$ cat config.mk
export PLATFORM = sky130hd
export DESIGN_NAME = lsu_wb_front_flat
export DESIGN_NICKNAME = d
export VERILOG_FILES = /design/src/dccm_pkg.sv /design/src/sb_ifs.sv /design/src/lsu_wb_front.sv /design/src/flat_wrapper.sv
export SDC_FILE = /design/constraint.sdc
export NUM_CORES = 1
export LEC_CHECK = 0
export ABC_AREA = 1
export ABC_CLOCK_PERIOD_IN_PS = 3300
export BUFFER_PORTS_ARGS = -buffer_cell sky130_fd_sc_hd__buf_2
export CORE_AREA = 2 2 82 84
export CTS_CLUSTER_SIZE = 12
export DETAILED_ROUTE_END_ITERATION = 6
export DIE_AREA = 0 0 84 86
export PLACE_DENSITY = 0.59
export SLEW_MARGIN = 0
export SYNTH_ARGS = -nofsm -noshare
export SYNTH_HDL_FRONTEND = slang
export SYNTH_SLANG_ARGS = --single-unit
$ cat constraint.sdc
create_clock -name clk -period 3.3 [get_ports clk]
set_input_delay 0.33 -clock clk [delete_from_list [all_inputs] [get_ports clk]]
set_output_delay 0.33 -clock clk [all_outputs]
set_load 0.03 [all_outputs]
$ cat src/dccm_pkg.sv
// DCCM controller shared definitions
package dccm_pkg;

   // --------------------------------------------------
   // data word geometry
   // --------------------------------------------------
   localparam int DATA_W  = 32;                   // data word width
   localparam int BYTE_W  = 8;                    // width of one byte lane
   localparam int BYTES_W = DATA_W / BYTE_W;      // byte lanes per word, 4
   localparam int LANE_W  = $clog2(BYTES_W);      // byte offset within a word

   // --------------------------------------------------
   // memory and store buffer sizing
   // --------------------------------------------------
   localparam int ADDR_W   = 10;                  // word address, 1024 words
   localparam int SB_DEPTH = 4;                   // store buffer entries
   localparam int SB_PTR_W = 2;                   // store buffer pointer width
   localparam int SB_CNT_W = SB_PTR_W + 1;        // occupancy counts 0..SB_DEPTH

   // --------------------------------------------------
   // front end FSM encoding
   // --------------------------------------------------
   localparam int FE_STATE_W = 2;
   localparam logic [FE_STATE_W-1:0] FE_IDLE = 2'd0;   // waiting for a host request
   localparam logic [FE_STATE_W-1:0] FE_LOAD = 2'd1;   // load in the read pipe
   localparam logic [FE_STATE_W-1:0] FE_FULL = 2'd2;   // store held off by full buffer
   localparam logic [FE_STATE_W-1:0] FE_SACK = 2'd3;   // store ack cycle

   // one data word, seen whole or lane by lane
   typedef union packed {
      logic [DATA_W-1:0]              word;
      logic [BYTES_W-1:0][BYTE_W-1:0] bytes;
   } dccm_word_u;

endpackage

$ cat src/sb_ifs.sv
// Store buffer interfaces

// oldest store buffer entry offered to the memory port
interface sb_drain_if;
   logic                          drain_req;      // oldest entry valid
   logic [dccm_pkg::ADDR_W-1:0]   drain_addr;
   logic [dccm_pkg::DATA_W-1:0]   drain_data;
   logic [dccm_pkg::BYTES_W-1:0]  drain_sel;
   logic                          drain_grant;    // entry retires when both high

   modport buffer (
      output drain_req, drain_addr, drain_data, drain_sel,
      input  drain_grant
   );

   modport arb (
      input  drain_req, drain_addr, drain_data, drain_sel,
      output drain_grant
   );
endinterface

// load lookup against pending stores
interface sb_fwd_if;
   logic [dccm_pkg::ADDR_W-1:0]   fwd_addr;       // word address of the load
   logic [dccm_pkg::DATA_W-1:0]   fwd_data;       // newest pending byte per lane
   logic [dccm_pkg::BYTES_W-1:0]  fwd_sel;        // lanes that hit in the buffer

   modport req (
      output fwd_addr
   );

   modport buffer (
      input  fwd_addr,
      output fwd_data, fwd_sel
   );

   modport mon (
      input  fwd_data, fwd_sel
   );
endinterface

$ cat src/lsu_wb_front.sv
// Wishbone front end and DCCM port arbiter
module lsu_wb_front (
   input  logic                         clk,
   input  logic                         arst_n,
   input  logic                         wb_cyc,
   input  logic                         wb_stb,
   input  logic                         wb_we,
   input  logic [dccm_pkg::ADDR_W-1:0]  wb_adr,
   input  logic [dccm_pkg::BYTES_W-1:0] wb_sel,
   input  logic [dccm_pkg::DATA_W-1:0]  wb_dat_i,
   output logic                         wb_ack,
   sb_drain_if.arb                      drain,
   sb_fwd_if.req                        fwd,
   output logic                         enq,
   output logic [dccm_pkg::ADDR_W-1:0]  enq_addr,
   output logic [dccm_pkg::DATA_W-1:0]  enq_data,
   output logic [dccm_pkg::BYTES_W-1:0] enq_sel,
   input  logic                         full,
   output logic                         ram_rd_en,
   output logic                         ram_wr_en,
   output logic [dccm_pkg::ADDR_W-1:0]  ram_addr,
   output logic [dccm_pkg::DATA_W-1:0]  ram_wr_data,
   output logic [dccm_pkg::BYTES_W-1:0] ram_wr_sel,
   output logic                         issue,       // load enters the read pipe
   output logic [dccm_pkg::BYTES_W-1:0] issue_sel
);

   logic [dccm_pkg::FE_STATE_W-1:0] state;
   logic [dccm_pkg::FE_STATE_W-1:0] state_nxt;
   logic [1:0]                      ld_pend;        // loads in flight, bit 1 is the ack stage
   logic                            req;
   logic                            st_try;

   // --------------------------------------------------
   // request decode
   // --------------------------------------------------
   assign req    = wb_cyc & wb_stb & ~wb_ack;                   // stb ignored in the ack cycle
   assign issue  = (state == dccm_pkg::FE_IDLE) & req & ~wb_we;
   assign st_try = ((state == dccm_pkg::FE_IDLE) & req & wb_we) |
                   (state == dccm_pkg::FE_FULL);                 // host still holds the store
   assign enq    = st_try & ~full;

   assign enq_addr  = wb_adr;
   assign enq_data  = wb_dat_i;
   assign enq_sel   = wb_sel;
   assign issue_sel = wb_sel;
   assign fwd.fwd_addr = wb_adr;                                 // lookup in the issue cycle

   always_comb begin
      state_nxt = state;
      case (state)
         dccm_pkg::FE_IDLE: begin
            if (req) begin
               if (!wb_we) begin
                  state_nxt = dccm_pkg::FE_LOAD;
               end else if (full) begin
                  state_nxt = dccm_pkg::FE_FULL;
               end else begin
                  state_nxt = dccm_pkg::FE_SACK;
               end
            end
         end
         dccm_pkg::FE_LOAD: begin
            if (ld_pend[1]) begin
               state_nxt = dccm_pkg::FE_IDLE;              // ack goes out this cycle
            end
         end
         dccm_pkg::FE_FULL: begin
            if (!full) begin
               state_nxt = dccm_pkg::FE_SACK;
            end
         end
         default: begin
            state_nxt = dccm_pkg::FE_IDLE;
         end
      endcase
   end

   always_ff @(posedge clk or negedge arst_n) begin
      if (!arst_n) begin
         state   <= dccm_pkg::FE_IDLE;
         ld_pend <= 2'b00;
      end else begin
         state   <= state_nxt;
         ld_pend <= {ld_pend[0], issue};
      end
   end

   assign wb_ack = ld_pend[1] | (state == dccm_pkg::FE_SACK);

   // --------------------------------------------------
   // memory port, load read wins over store commit
   // --------------------------------------------------
   assign drain.drain_grant = drain.drain_req & ~issue;
   assign ram_rd_en   = issue;
   assign ram_wr_en   = drain.drain_grant;
   assign ram_addr    = issue ? wb_adr : drain.drain_addr;
   assign ram_wr_data = drain.drain_data;
   assign ram_wr_sel  = drain.drain_sel;

endmodule

$ cat src/flat_wrapper.sv
// flat-port wrapper written by rule: the top's interface ports become plain ports
module lsu_wb_front_flat 
  (clk, arst_n, wb_cyc, wb_stb, wb_we, wb_adr, wb_sel, wb_dat_i, wb_ack, enq, enq_addr, enq_data, enq_sel, full, ram_rd_en, ram_wr_en, ram_addr, ram_wr_data, ram_wr_sel, issue, issue_sel, drain_drain_req, drain_drain_addr, drain_drain_data, drain_drain_sel, drain_drain_grant, fwd_fwd_addr);
  sb_drain_if drain_i ();
  sb_fwd_if fwd_i ();
  input  logic clk;
  input  logic arst_n;
  input  logic wb_cyc;
  input  logic wb_stb;
  input  logic wb_we;
  input  logic [dccm_pkg::ADDR_W-1:0] wb_adr;
  input  logic [dccm_pkg::BYTES_W-1:0] wb_sel;
  input  logic [dccm_pkg::DATA_W-1:0] wb_dat_i;
  output logic wb_ack;
  output logic enq;
  output logic [dccm_pkg::ADDR_W-1:0] enq_addr;
  output logic [dccm_pkg::DATA_W-1:0] enq_data;
  output logic [dccm_pkg::BYTES_W-1:0] enq_sel;
  input  logic full;
  output logic ram_rd_en;
  output logic ram_wr_en;
  output logic [dccm_pkg::ADDR_W-1:0] ram_addr;
  output logic [dccm_pkg::DATA_W-1:0] ram_wr_data;
  output logic [dccm_pkg::BYTES_W-1:0] ram_wr_sel;
  output logic issue;
  output logic [dccm_pkg::BYTES_W-1:0] issue_sel;
  input wire logic [$bits(drain_i.drain_req)-1:0] drain_drain_req;
  input wire logic [$bits(drain_i.drain_addr)-1:0] drain_drain_addr;
  input wire logic [$bits(drain_i.drain_data)-1:0] drain_drain_data;
  input wire logic [$bits(drain_i.drain_sel)-1:0] drain_drain_sel;
  output wire logic [$bits(drain_i.drain_grant)-1:0] drain_drain_grant;
  output wire logic [$bits(fwd_i.fwd_addr)-1:0] fwd_fwd_addr;
  assign drain_i.drain_req = drain_drain_req;
  assign drain_i.drain_addr = drain_drain_addr;
  assign drain_i.drain_data = drain_drain_data;
  assign drain_i.drain_sel = drain_drain_sel;
  assign drain_drain_grant = drain_i.drain_grant;
  assign fwd_fwd_addr = fwd_i.fwd_addr;
  lsu_wb_front u_core (.clk(clk), .arst_n(arst_n), .wb_cyc(wb_cyc), .wb_stb(wb_stb), .wb_we(wb_we), .wb_adr(wb_adr), .wb_sel(wb_sel), .wb_dat_i(wb_dat_i), .wb_ack(wb_ack), .drain(drain_i), .fwd(fwd_i), .enq(enq), .enq_addr(enq_addr), .enq_data(enq_data), .enq_sel(enq_sel), .full(full), .ram_rd_en(ram_rd_en), .ram_wr_en(ram_wr_en), .ram_addr(ram_addr), .ram_wr_data(ram_wr_data), .ram_wr_sel(ram_wr_sel), .issue(issue), .issue_sel(issue_sel));
endmodule
**Word level (Yosys, flattened, before mapping)**

Cells that the tools add are included.
W data, S select, Z words.

- Memories kept: 0
- RAM bits: 0
- Register bits: 4
- Bits of input ports: 99
- ROM bits: 0
- Logic and storage cells: 30
- Bits in latches: 0

- Equal/unequal tests: 6
- $lt $le $gt $ge: 0
- Bitwise operators: 13
- $mul: 0
- Reductions and logical operators: 2
- Muxes and demuxes: 7
- $add $sub $neg: 0
- Shift-type cells: 0
- Divide/modulo/power cells: 0

Operator list:

| operator | number |
|---|---|
| $mux W10 | 1 |
| $mux W2 | 4 |
| $and A1 B1 Y1 | 7 |
| $pmux W2 S3 | 1 |
| $eq A2 B2 Y1 const B | 2 |
| $ne A2 B1 Y1 const B | 2 |
| $not A1 Y1 | 4 |
| $reduce_and A3 Y1 | 1 |
| $eq A2 B1 Y1 const B | 1 |
| $logic_not A2 Y1 | 1 |
| $ne A2 B2 Y1 const B | 1 |
| $or A1 B1 Y1 | 2 |
| $mux W1 | 1 |

**Longest topological paths before layout**

Gate-level depths: netlist of run 1.

- Word-level depth: 8
- Depth in mapped cells: 7
- Depth with buffers taken out: 6

**Worst setup path before layout of run 1**

No wires, ideal clock.

- Path type: reg-to-output
- Start point: register u_core.state[0] (netlist name)
- End point: output port ram_wr_en
- Setup slack: 1.418 ns
- Data required time: 2.970 ns
- Cell stages (with the launch flop): 8
- Data arrival time: 1.552 ns
- Path through: dfrtp_1 inv_2 nand2_2 nor2_4 nand2_2 inv_1 nor2_1 buf_4

- Cells in the longest elaborated chain, start to end: 8
- Elaborated cells between the ends (all ways): 9
- Classes of those cells: 1 x eq/ne; 7 x bitwise; 1 x reduce/logical

Ends and longest elaborated chain:

| what | RTL line | text |
|---|---|---|
| from (decl) | lsu_wb_front.sv:28 | `logic [dccm_pkg::FE_STATE_W-1:0] state;` |
| from (signal assigned) | lsu_wb_front.sv:81 | `state <= dccm_pkg::FE_IDLE;` |
| from (signal assigned) | lsu_wb_front.sv:84 | `state <= state_nxt;` |
| $eq A2 B2 Y1 | lsu_wb_front.sv:89 | `assign wb_ack = ld_pend[1] \| (state == dccm_pkg::FE_SACK);` |
| $or A1 B1 Y1 | lsu_wb_front.sv:89 |  |
| $not A1 Y1 | lsu_wb_front.sv:37 | `assign req = wb_cyc & wb_stb & ~wb_ack;` |
| $and A1 B1 Y1 | lsu_wb_front.sv:37 |  |
| $and A1 B1 Y1 * (2 in a row) | lsu_wb_front.sv:38 | `assign issue = (state == dccm_pkg::FE_IDLE) & req & ~wb_we;` |
| via issue | flat_wrapper.sv:25 | `output logic issue;` |
| $not A1 Y1 * | lsu_wb_front.sv:94 | `assign drain.drain_grant = drain.drain_req & ~issue;` |
| $and A1 B1 Y1 * | lsu_wb_front.sv:94 |  |
| to (decl) | flat_wrapper.sv:21 | `output logic ram_wr_en;` |

The timed path passes the listed nets; every way through them passes the cells marked *.

**Worst setup path after layout of run 1**

- Start point: register u_core.state[0] (netlist name)
- End point: output port drain_drain_grant

- Cells in the longest elaborated chain, start to end: 8
- Elaborated cells between the ends (all ways): 9
- Classes of those cells: 1 x eq/ne; 7 x bitwise; 1 x reduce/logical

Ends and longest elaborated chain:

| what | RTL line | text |
|---|---|---|
| $eq A2 B2 Y1 | lsu_wb_front.sv:89 |  |
| $or A1 B1 Y1 | lsu_wb_front.sv:89 |  |
| $not A1 Y1 | lsu_wb_front.sv:37 |  |
| $and A1 B1 Y1 | lsu_wb_front.sv:37 |  |
| $and A1 B1 Y1 * (2 in a row) | lsu_wb_front.sv:38 |  |
| $not A1 Y1 * | lsu_wb_front.sv:94 |  |
| $and A1 B1 Y1 * | lsu_wb_front.sv:94 |  |
| to (decl) | flat_wrapper.sv:31 | `output wire logic [$bits(drain_i.drain_grant)-1:0] drain_drain_grant;` |

Every way passes the cells marked *; elsewhere a longest branch is shown, timed or not.

==> results of run 1 <==
-- state kept, by name, summed over array words and instances (netlist names) --
name	cells
u_core.state	2
u_core.ld_pend	2
-- critical path, stage by stage, from the launching register on --
cell	delay (ps)
dfrtp_1	430
inv_2	100
nand2_2	70
nor2_4	270
nand2_2	230
inv_1	170
nor2_1	60
buf_2	170
-- through the flow --
stage	hold WS (ps)	power [W]	cell area [um^2]	worst slack [ps]
3_5_place_dp	141	0.000304	771	1430
3_3_place_gp	139	0.000299	771	1500
5_1_grt	346	0.000432	822	1080
6_report	342	0.000404	822	1250
4_1_cts	345	0.000410	822	1190
2_1_floorplan	34.4	0.000430	1130	1420
-- final cells by class --
cell class	instances	area, um^2	area share, %
inverters	7	28.8	3.50
flip-flops and latches	4	100	12.2
well taps	77	96.3	11.7
clock buffers	3	41.3	5.02
multi-input cells	51	235	28.6
repair buffers	63	320	39.0
-- kinds of logic (layout without fill, tap and decap cells) --
group	after synthesis	after routing	share of synthesized area, %
flops	4	4	8.83
buf+inv	108	73	70.4
compound gates	4	4	2.21
simple gates	47	47	18.5
-- cells in the mapped netlist, types with 2 or more instances --
cell and count:
buf_4 98, nand2_1 26, nand3_1 12, inv_1 5, nor2_1 5, dfrtp_1 4
buf_6 3, nand2_2 2
-- repair_timing --
item | in CTS | in global routing
hold endpoints to repair | 4 | 0
setup buffers | 0 | 0
gates resized for setup | 0 | 0
hold buffers | 1 | 0
-- final timing paths --
kind | to | cells after the start | slack (ps)
worst max-delay path | drain_drain_grant | 7 | 1250
worst min-delay path | u_core.ld_pend[1]$_DFF_PN0_ | 0 | 340
worst max register to register | u_core.ld_pend[0]$_DFF_PN0_ | 5 | 1950
worst min register to register | u_core.ld_pend[1]$_DFF_PN0_ | 0 | 340
max in group asynchronous | u_core.state[0]$_DFFE_PN0P_ | 2 | 2730
min in group asynchronous | u_core.ld_pend[0]$_DFF_PN0_ | 2 | 450
-- routing by layer --
layer | wire length (um) | up-vias
met5 | 0 | -
met4 | 221 | 0
met3 | 367 | 43
met2 | 1070 | 69
met1 | 882 | 312
li1 | - | 334
-- power by group through the flow --
stage / Combinational, W / Clock, W / Sequential, W
floorplan: 0.000356 / 0 / 0.0000746
global placement: 0.000223 / 0 / 0.0000755
detailed placement: 0.000226 / 0 / 0.0000778
CTS: 0.000228 / 0.000105 / 0.0000772
global route: 0.000243 / 0.000108 / 0.0000799
finish: 0.000225 / 0.000101 / 0.0000777
==> flow_summary.toml, run 1 <==
[worst_setup_path]
cp-start-kind = "flop"
r2r-start = "u_core.state[0]$_DFFE_PN0P_"
crit_path_end_kind = "output port"
critPathMaxFanout = 11
worstSetupPathType = "reg -> out"
required_ps = 2970
cp.arrival_ps = 1720
crit_start = "u_core.state[0]$_DFFE_PN0P_"

[die]
die_y_um = 86
coreArea_um2 = 6280
fp.dieW_um = 84
die_area_um2 = 7220
start_util_pct = 18.1
rows = 29
pin_count = 211

[power]
pwr_density_cell_nw_per_um2 = 491
clkPwrFrac_pct = 25.1
switching_share_pct = 49.0
p_switching_w = 0.000198
irDropWorstVdd_mv = 0.100
p_leak_nw = 0.500
seqPwrFrac_pct = 19.2
p_int_w = 0.000206
combPwrFrac_pct = 55.7

[cells_and_area]
antenna_cells = 0
final_core_util_pct = 13.1
final_cell_mix = "buf_2, nand2_1, nand3_1"
syn2layout_area_growth_pct = -27.5
drive_above_1_share_pct = 55.5
layout_commonest_cell = "buf_2"
fin_cells = 205
fill_cells = 726
nets = 229

[timing]
worst_pin_slew_ps = 466
setup_viol = 0
slew_headroom_pct = 68.9
clock.fmax_mhz = 489
fin_crit_sh_pct = 62.0
finalClockSkew_ps = 0.345
period_minus_slack_ps = 2050
maxSlewViolCount = 0
rsz0062_at_grt = "false"
finalHoldViolCount = 0
fin_tns_setup_ps = 0

[detailed_routing]
drt_wl_total_um = 2540
drt_iter0_markers = 23
drt-vias-per-instance = 3.70
routed-via-count = 758
firstDrtPassIters = 4
post_drt_wl_per_cell_um = 12.4
drcViolationCount = 0
antenna_left = 0

[clock_tree]
cts_tree = "built"
cts_root_buf = "clkbuf_8"
clock_path_buffers = 2
clkTransAtPathRegs_ps = 30
clock_sinks = 4
clock_latency_ps = 210
htreeDepth = 1
cts_buffers = 3

[synth]
synth_area_leaders = "buf_4, dfrtp_1, nand2_1, nand3_1, buf_6"
ys_ff_latch = 4
ys_warn_count = 0
syn_inst = 163
yosysUniqueCellTypes = 16
synth_edf_count = 0
ys.flop_type = "dfrtp_1"
async_reset_ff_share_pct = 100
yosysSeqAreaShare_pct = 8.83
syn_area_per_cell_um2 = 6.95
yosys.area.top_type_share_pct = 64.9
synth_area_leader_cell = "buf_4"
syn_nets = 262
syn_area_um2 = 1130

[outcome]
status = "complete, no violations"

[global_route]
use_met1_pct = 6.79
grtUsageMet3_pct = 2.89
met2_usage_pct = 8.51
grt_max_degree = 14
grt_usage_pct = 6.49
busiest_layer = "met2"
grt_overflow = 0
grt_pass1_vias = 717
grt_pass1_wl_um = 3560
antenna_found_initial = 0

[placed_design]
dp_hpwl_um = 2120
portBuffers = 62
gp_congestion = 0.560
post-place-cells = 201

[flow_run]
max_cap_violations = 0

[worst_hold_path]
min_path_type = "reg -> reg"
worstHoldStart = "u_core.ld_pend[0]$_DFF_PN0_"
(Power assumes the default switching activity.)
==> inputs of run 2 (changes only) <==
--- a/config.mk
+++ b/config.mk
@@ -5,14 +5,14 @@
 export SDC_FILE = /design/constraint.sdc
 export NUM_CORES = 1
 export LEC_CHECK = 0
-export ABC_AREA = 1
-export ABC_CLOCK_PERIOD_IN_PS = 3300
+export ABC_AREA = 0
+export ABC_CLOCK_PERIOD_IN_PS = 1800
 export BUFFER_PORTS_ARGS = -buffer_cell sky130_fd_sc_hd__buf_2
-export CORE_AREA = 2 2 82 84
+export CORE_AREA = 2 2 81 83
 export CTS_CLUSTER_SIZE = 12
 export DETAILED_ROUTE_END_ITERATION = 6
-export DIE_AREA = 0 0 84 86
-export PLACE_DENSITY = 0.59
+export DIE_AREA = 0 0 83 85
+export PLACE_DENSITY = 0.62
 export SLEW_MARGIN = 0
 export SYNTH_ARGS = -nofsm -noshare
 export SYNTH_HDL_FRONTEND = slang
==> constraint.sdc (replaced) <==
create_clock -name clk -period 1.8 [get_ports clk]
set_input_delay 0.18 -clock clk [delete_from_list [all_inputs] [get_ports clk]]
set_output_delay 0.18 -clock clk [all_outputs]
set_load 0.03 [all_outputs]
==> run 2 against run 1 <==
Compared with the run above: global-route usage shrank 0.59 points; sequential cell count unchanged; via count decreased by 18%; die area shrank 2.3%; register-to-register slack got worse by 1200 ps; hold slack got worse by 160 ps; count of clock-buffer cells in the layout did not move; setup slack got worse by 1200 ps; sequential power is 63% higher.
==> flow_summary.toml, run 2 <==
[synth]
synth_edf_count = 0
async_reset_ff_share_pct = 100
synthTopCellsByCount = "buf_4, mux2_4, dfrtp_1, inv_1"
syn_area_per_cell_um2 = 8.42
ys_warn_count = 0
synth_area_leaders = "buf_4, mux2_4, dfrtp_1, mux2_2, inv_1"
synth_area_leader_cell = "buf_4"
yosysSeqAreaShare_pct = 9.22
syn_inst = 129
ys.flop_type = "dfrtp_1"
yosysUniqueCellTypes = 16
yosysMostFrequentCell = "buf_4"
syn_nets = 228
yosys.area.top_type_share_pct = 67.7
syn_area_um2 = 1090
ys_ff_latch = 4

[timing]
setup_viol = 0
layout_setup_ws_ps = 85.2
finalClockSkew_ps = 1.28
maxSlewViolCount = 0
clock.fmax_mhz = 583
holdWs_ps = 181
period_minus_slack_ps = 1710
fin_tns_setup_ps = 0
fin_crit_sh_pct = 95.3
rsz0062_at_grt = "false"
worst_pin_slew_ps = 242
finalHoldViolCount = 0
slew_headroom_pct = 83.8

[die]
rows = 29
start_util_pct = 17.5
pin_count = 211
die_area_um2 = 7060
die_y_um = 85
fp.dieW_um = 83
coreArea_um2 = 6200

[worst_setup_path]
cp_slowest_stage_delay_ps = 400
crit_path_end_kind = "output port"
path_cells = "nor2_2, nand4_2, buf_6, mux2_4, buf_2"
critPathMaxFanout = 12
reg2reg_slack_ps = 800
worstSetupPathType = "reg -> out"
path_buf_inv = 2
reg2reg_to = "u_core.ld_pend[0]$_DFF_PN0_"
cp.arrival_ps = 1530
reg2reg_depth = 4
required_ps = 1620
r2r-start = "u_core.ld_pend[1]$_DFF_PN0_"
cp_num_cells = 5
cp-start-kind = "flop"
critical_path.top_delay_family = "flip-flops"
worst_path_max_delay_cell = "dfrtp_1"

[worst_hold_path]
worstHoldStart = "full"
min_path_type = "in -> reg"
worstHoldPathCells = 2
holdPathEnd = "u_core.state[0]$_DFFE_PN0P_"

[detailed_routing]
drt_iter0_markers = 12
firstDrtPassIters = 2
post_drt_wl_per_cell_um = 13.4
drcViolationCount = 0
routed-via-count = 618
drt-vias-per-instance = 3.55
antenna_left = 0
drt_wl_total_um = 2330

[clock_tree]
cts_root_buf = "clkbuf_8"
cts_buffers = 3
clock_sinks = 4
clkTransAtPathRegs_ps = 30
clock_latency_ps = 210
clock_path_buffers = 2
htreeDepth = 1
cts_tree = "built"

[power]
p_switching_w = 0.000237
p_leak_nw = 0.466
irDropWorstVdd_mv = 0.534
switching_share_pct = 40.1
combPwrFrac_pct = 47.7
pwr_density_cell_nw_per_um2 = 730
p_int_w = 0.000353
seqPwrFrac_pct = 21.5
clkPwrFrac_pct = 30.8

[placed_design]
portBuffers = 62
gp_congestion = 0.720
place_ws_ps = 270
dp_hpwl_um = 2080

[outcome]
status = "complete, no violations"

[global_route]
grt_overflow = 0
grt_pass1_vias = 555
antenna_found_initial = 0
grt_pass1_wl_um = 3110
grt_usage_pct = 5.90
grt_max_degree = 13

[cells_and_area]
final_core_util_pct = 13.0
final_cell_mix = "buf_2, mux2_4, inv_1, dfrtp_1, clkbuf_8"
antenna_cells = 0
nets = 198
layout_commonest_cell = "buf_2"
reg_top3 = "u_core.ld_pend (2), u_core.state (2)"
syn2layout_area_growth_pct = -25.6
drive_above_1_share_pct = 82.5

[flow_run]
max_cap_violations = 0
-- run 2: changes by cell type in the layout (fill, tap and decap cells not counted), moves of 2 or more --
cell,delta
nand2_1,-24
nand3_1,-12
mux2_4,+8
nor2_1,-4
mux2_2,+2
nand2_2,-2
nor2_2,+2
-- run 2: kinds of logic (layout without fill, tap and decap cells) --
kind of cell	after synthesis	after routing	synth area share [%]
buffers and inverters	103	71	70.2
multiplexers	10	10	13.1
AND/OR/NAND/NOR	8	8	4.49
AO/OA/AOI/OAI	4	4	3.00
flip-flops	4	4	9.22
-- run 2: worst max-delay path by stage --
stage / end / slack [ps] / start
after floorplan: ram_rd_en / 350 / u_core.state[1]$_DFFE_PN0P_
after global placement: ram_addr[3] / 300 / u_core.ld_pend[1]$_DFF_PN0_
after detailed placement: ram_addr[4] / 270 / u_core.ld_pend[1]$_DFF_PN0_
after CTS: ram_addr[4] / 40 / u_core.ld_pend[1]$_DFF_PN0_
after global routing: ram_addr[4] / 0.9 / u_core.ld_pend[1]$_DFF_PN0_
final: ram_addr[4] / 90 / u_core.ld_pend[1]$_DFF_PN0_
-- run 2: timing repair --
item | in CTS | in global routing
resized for setup | 0 | 1
endpoints found under the setup margin | 0 | 8
hold buffers | 1 | 0
setup buffers | 0 | 0
hold endpoints to repair | 4 | 0
-- run 2: layout make-up --
class	count	area (um^2)
flip-flops and latches	4	100
fillers	693	5400
well taps	77	96.3
inverters	4	15.0
multi-input cells	22	224
repair buffers	64	332
clock buffers	3	41.3
-- run 2: power groups by stage --
stage / Sequential (W) / Clock (W) / Combinational [W]
after floorplan: 0.000124 / 0 / 0.000543
after global placement: 0.000127 / 0 / 0.000280
after detailed placement: 0.000128 / 0 / 0.000282
after CTS: 0.000127 / 0.000189 / 0.000285
after global routing: 0.000130 / 0.000199 / 0.000300
final: 0.000127 / 0.000182 / 0.000282
-- run 2: through the flow --
stage	total power, W	cell area (um^2)	instances
2_1_floorplan	0.000667	1090	129
3_3_place_gp	0.000407	753	170
3_5_place_dp	0.000410	753	170
4_1_cts	0.000601	805	174
5_1_grt	0.000630	808	174
6_report	0.000590	808	174
-- run 2: per-layer routing --
metal / GRT usage [%] / up-vias / routed length, um
met1: 5.10 / 257 / 700
met3: 3.79 / 32 / 420
li1: - / 246 / -
met2: 7.99 / 83 / 907
met5: 0 / - / 0
met4: 8.20 / 0 / 301
==> inputs of run 3 (changes only) <==
--- a/config.mk
+++ b/config.mk
@@ -12,6 +12,7 @@
 export CTS_CLUSTER_SIZE = 12
 export DETAILED_ROUTE_END_ITERATION = 6
 export DIE_AREA = 0 0 83 85
+export GPL_ROUTABILITY_DRIVEN = 1
 export PLACE_DENSITY = 0.62
 export SLEW_MARGIN = 0
 export SYNTH_ARGS = -nofsm -noshare
==> constraint.sdc (replaced) <==
create_clock -name clk -period 1.8 [get_ports clk]
set_input_delay 0.18 -clock clk [delete_from_list [all_inputs] [get_ports clk]]
set_output_delay 0.18 -clock clk [all_outputs]
set_load 0.05 [all_outputs]
==> run 3 against run 2 <==
Compared with the run above: fmax decreased by 0.96%; hold slack worse by 10 ps; sequential cell count unchanged; critical path depth did not move; final cell count is 0.57% higher; clock skew grew 0.66 ps; non-clock buffer count grew 1; final area up 4.0%; total power up 18%; global-route usage is 0.14 points higher; clock power grew 2%; sequential share of layout area is 0.18 points lower.
==> flow_summary.toml, run 3 (synthesis results as in run 2) <==
[power]
clkPwrFrac_pct = 26.8
switching_share_pct = 47.2
p_int_w = 0.000367
p_switching_w = 0.000329
totalPowerFinal_w = 0.000695
seqPwrFrac_pct = 19.1
combPwrFrac_pct = 54.2
pwr_density_cell_nw_per_um2 = 827
p_leak_nw = 0.477
irDropWorstVdd_mv = 0.482

[timing]
finalHoldViolCount = 0
layout_setup_ws_ps = 68.6
setup_viol = 0
maxSlewViolCount = 0
period_minus_slack_ps = 1730
finalClockSkew_ps = 1.94
slew_headroom_pct = 81.3
fin_crit_sh_pct = 96.2
holdWs_ps = 171
worst_pin_slew_ps = 283
clock.fmax_mhz = 578

[cells_and_area]
final_core_util_pct = 13.6
drive_above_1_share_pct = 84.7
final_cell_mix = "buf_2, mux2_4, buf_4"
layout_commonest_cell = "buf_2"
nets = 199
finalInstanceArea_um2 = 841
antenna_cells = 0
reg_top3 = "u_core.ld_pend (2), u_core.state (2)"
syn2layout_area_growth_pct = -22.6

[worst_setup_path]
path_cells = "nor2_4, nand4_2, buf_6, mux2_4, buf_2"
crit_path_end_kind = "output port"
cp_slowest_stage_delay_ps = 430
cp-start-kind = "flop"
critPathMaxFanout = 12
worstSetupPathType = "reg -> out"
path_buf_inv = 2
cp.arrival_ps = 1550
required_ps = 1620
critical_path.top_delay_family = "flip-flops"
worst_path_max_delay_cell = "dfrtp_2"

[placed_design]
placed_cell_area_um2 = 753
portBuffers = 62
gp_congestion = 0.719
place_ws_ps = 231
dp_hpwl_um = 2070

[die]
pin_count = 211
fp.dieW_um = 83
start_util_pct = 17.5
rows = 29
die_area_um2 = 7060
coreArea_um2 = 6200
die_y_um = 85

[detailed_routing]
drcViolationCount = 0
drt-vias-per-instance = 3.49
post_drt_wl_per_cell_um = 13.6
routed-via-count = 610
drt_iter0_markers = 4
drt_wl_total_um = 2390
firstDrtPassIters = 3
antenna_left = 0

[global_route]
grt_usage_pct = 6.05
antenna_found_initial = 0
grt_pass1_vias = 552
grt_overflow = 0
grt_max_degree = 13
grt_pass1_wl_um = 3220

[outcome]
status = "complete, no violations"

[clock_tree]
clock_sinks = 4
cts_tree = "built"
clkTransAtPathRegs_ps = 30
cts_root_buf = "clkbuf_8"
clock_path_buffers = 2
cts_buffers = 3
htreeDepth = 1
clock_latency_ps = 210

[flow_run]
max_cap_violations = 0

[worst_hold_path]
min_path_type = "in -> reg"
[run 3: cell types whose count changed in the layout (fill, tap and decap cells not counted), sizes merged]
cell and change:
buf +1
[run 3: path summary, 6_finish.rpt]
| path | startpoint | to | slack, ps | depth (start not counted) |
|---|---|---|---|---|
| worst max register to register | u_core.state[1]$_DFFE_PN0P_ | u_core.ld_pend[0]$_DFF_PN0_ | 820 | 4 |
| worst min register to register | u_core.ld_pend[0]$_DFF_PN0_ | u_core.ld_pend[1]$_DFF_PN0_ | 360 | 0 |
| min in group asynchronous | arst_n | u_core.ld_pend[0]$_DFF_PN0_ | 310 | 2 |
| worst max-delay path | u_core.state[1]$_DFFE_PN0P_ | ram_addr[0] | 70 | 5 |
| max in group asynchronous | arst_n | u_core.state[0]$_DFFE_PN0P_ | 1350 | 2 |
| worst min-delay path | full | u_core.state[0]$_DFFE_PN0P_ | 170 | 2 |
[run 3: layout make-up]
type                    count  area [um^2]
clock buffers               3         41.3
well taps                  77         96.3
inverters                   4         15.0
repair buffers             65          357
fillers                   707         5360
flip-flops and latches      4          103
multi-input cells          22          229
[run 3: worst reg2reg max path, stage by stage, from the launching register on]
cell,delay (ps)
dfrtp_2,430
nor2_4,110
nand4_2,110
buf_6,170
inv_1,90
[run 3: stage by stage]
stage	TNS (ps)	std cells
2_1_floorplan	0	129
4_1_cts	0	174
5_1_grt	-11.5	175
3_5_place_dp	0	170
3_3_place_gp	0	170
6_report	0	175
[run 3: per-layer routing]
metal  up-vias  track usage [%]  part of all wire (%)
li1        246                -                     -
met2        86             7.92                    39
met5         -                0                     0
met1       244             5.57                    29
met3        34             3.50                    19
met4         0             8.64                    13
[run 3: what timing repair did]
item	in CTS	in global routing
hold buffers	1	0
hold endpoints to repair	4	0
resized for setup	0	18
endpoints found under the setup margin	0	12
buffers inserted	0	1
[run 3: power groups by stage]
stage	Clock, W	Sequential [W]	Combinational, W
2_1_floorplan	0	0.000124	0.000765
3_3_place_gp	0	0.000126	0.000361
3_5_place_dp	0	0.000129	0.000364
4_1_cts	0.000193	0.000128	0.000367
5_1_grt	0.000211	0.000134	0.000394
6_report	0.000186	0.000133	0.000377
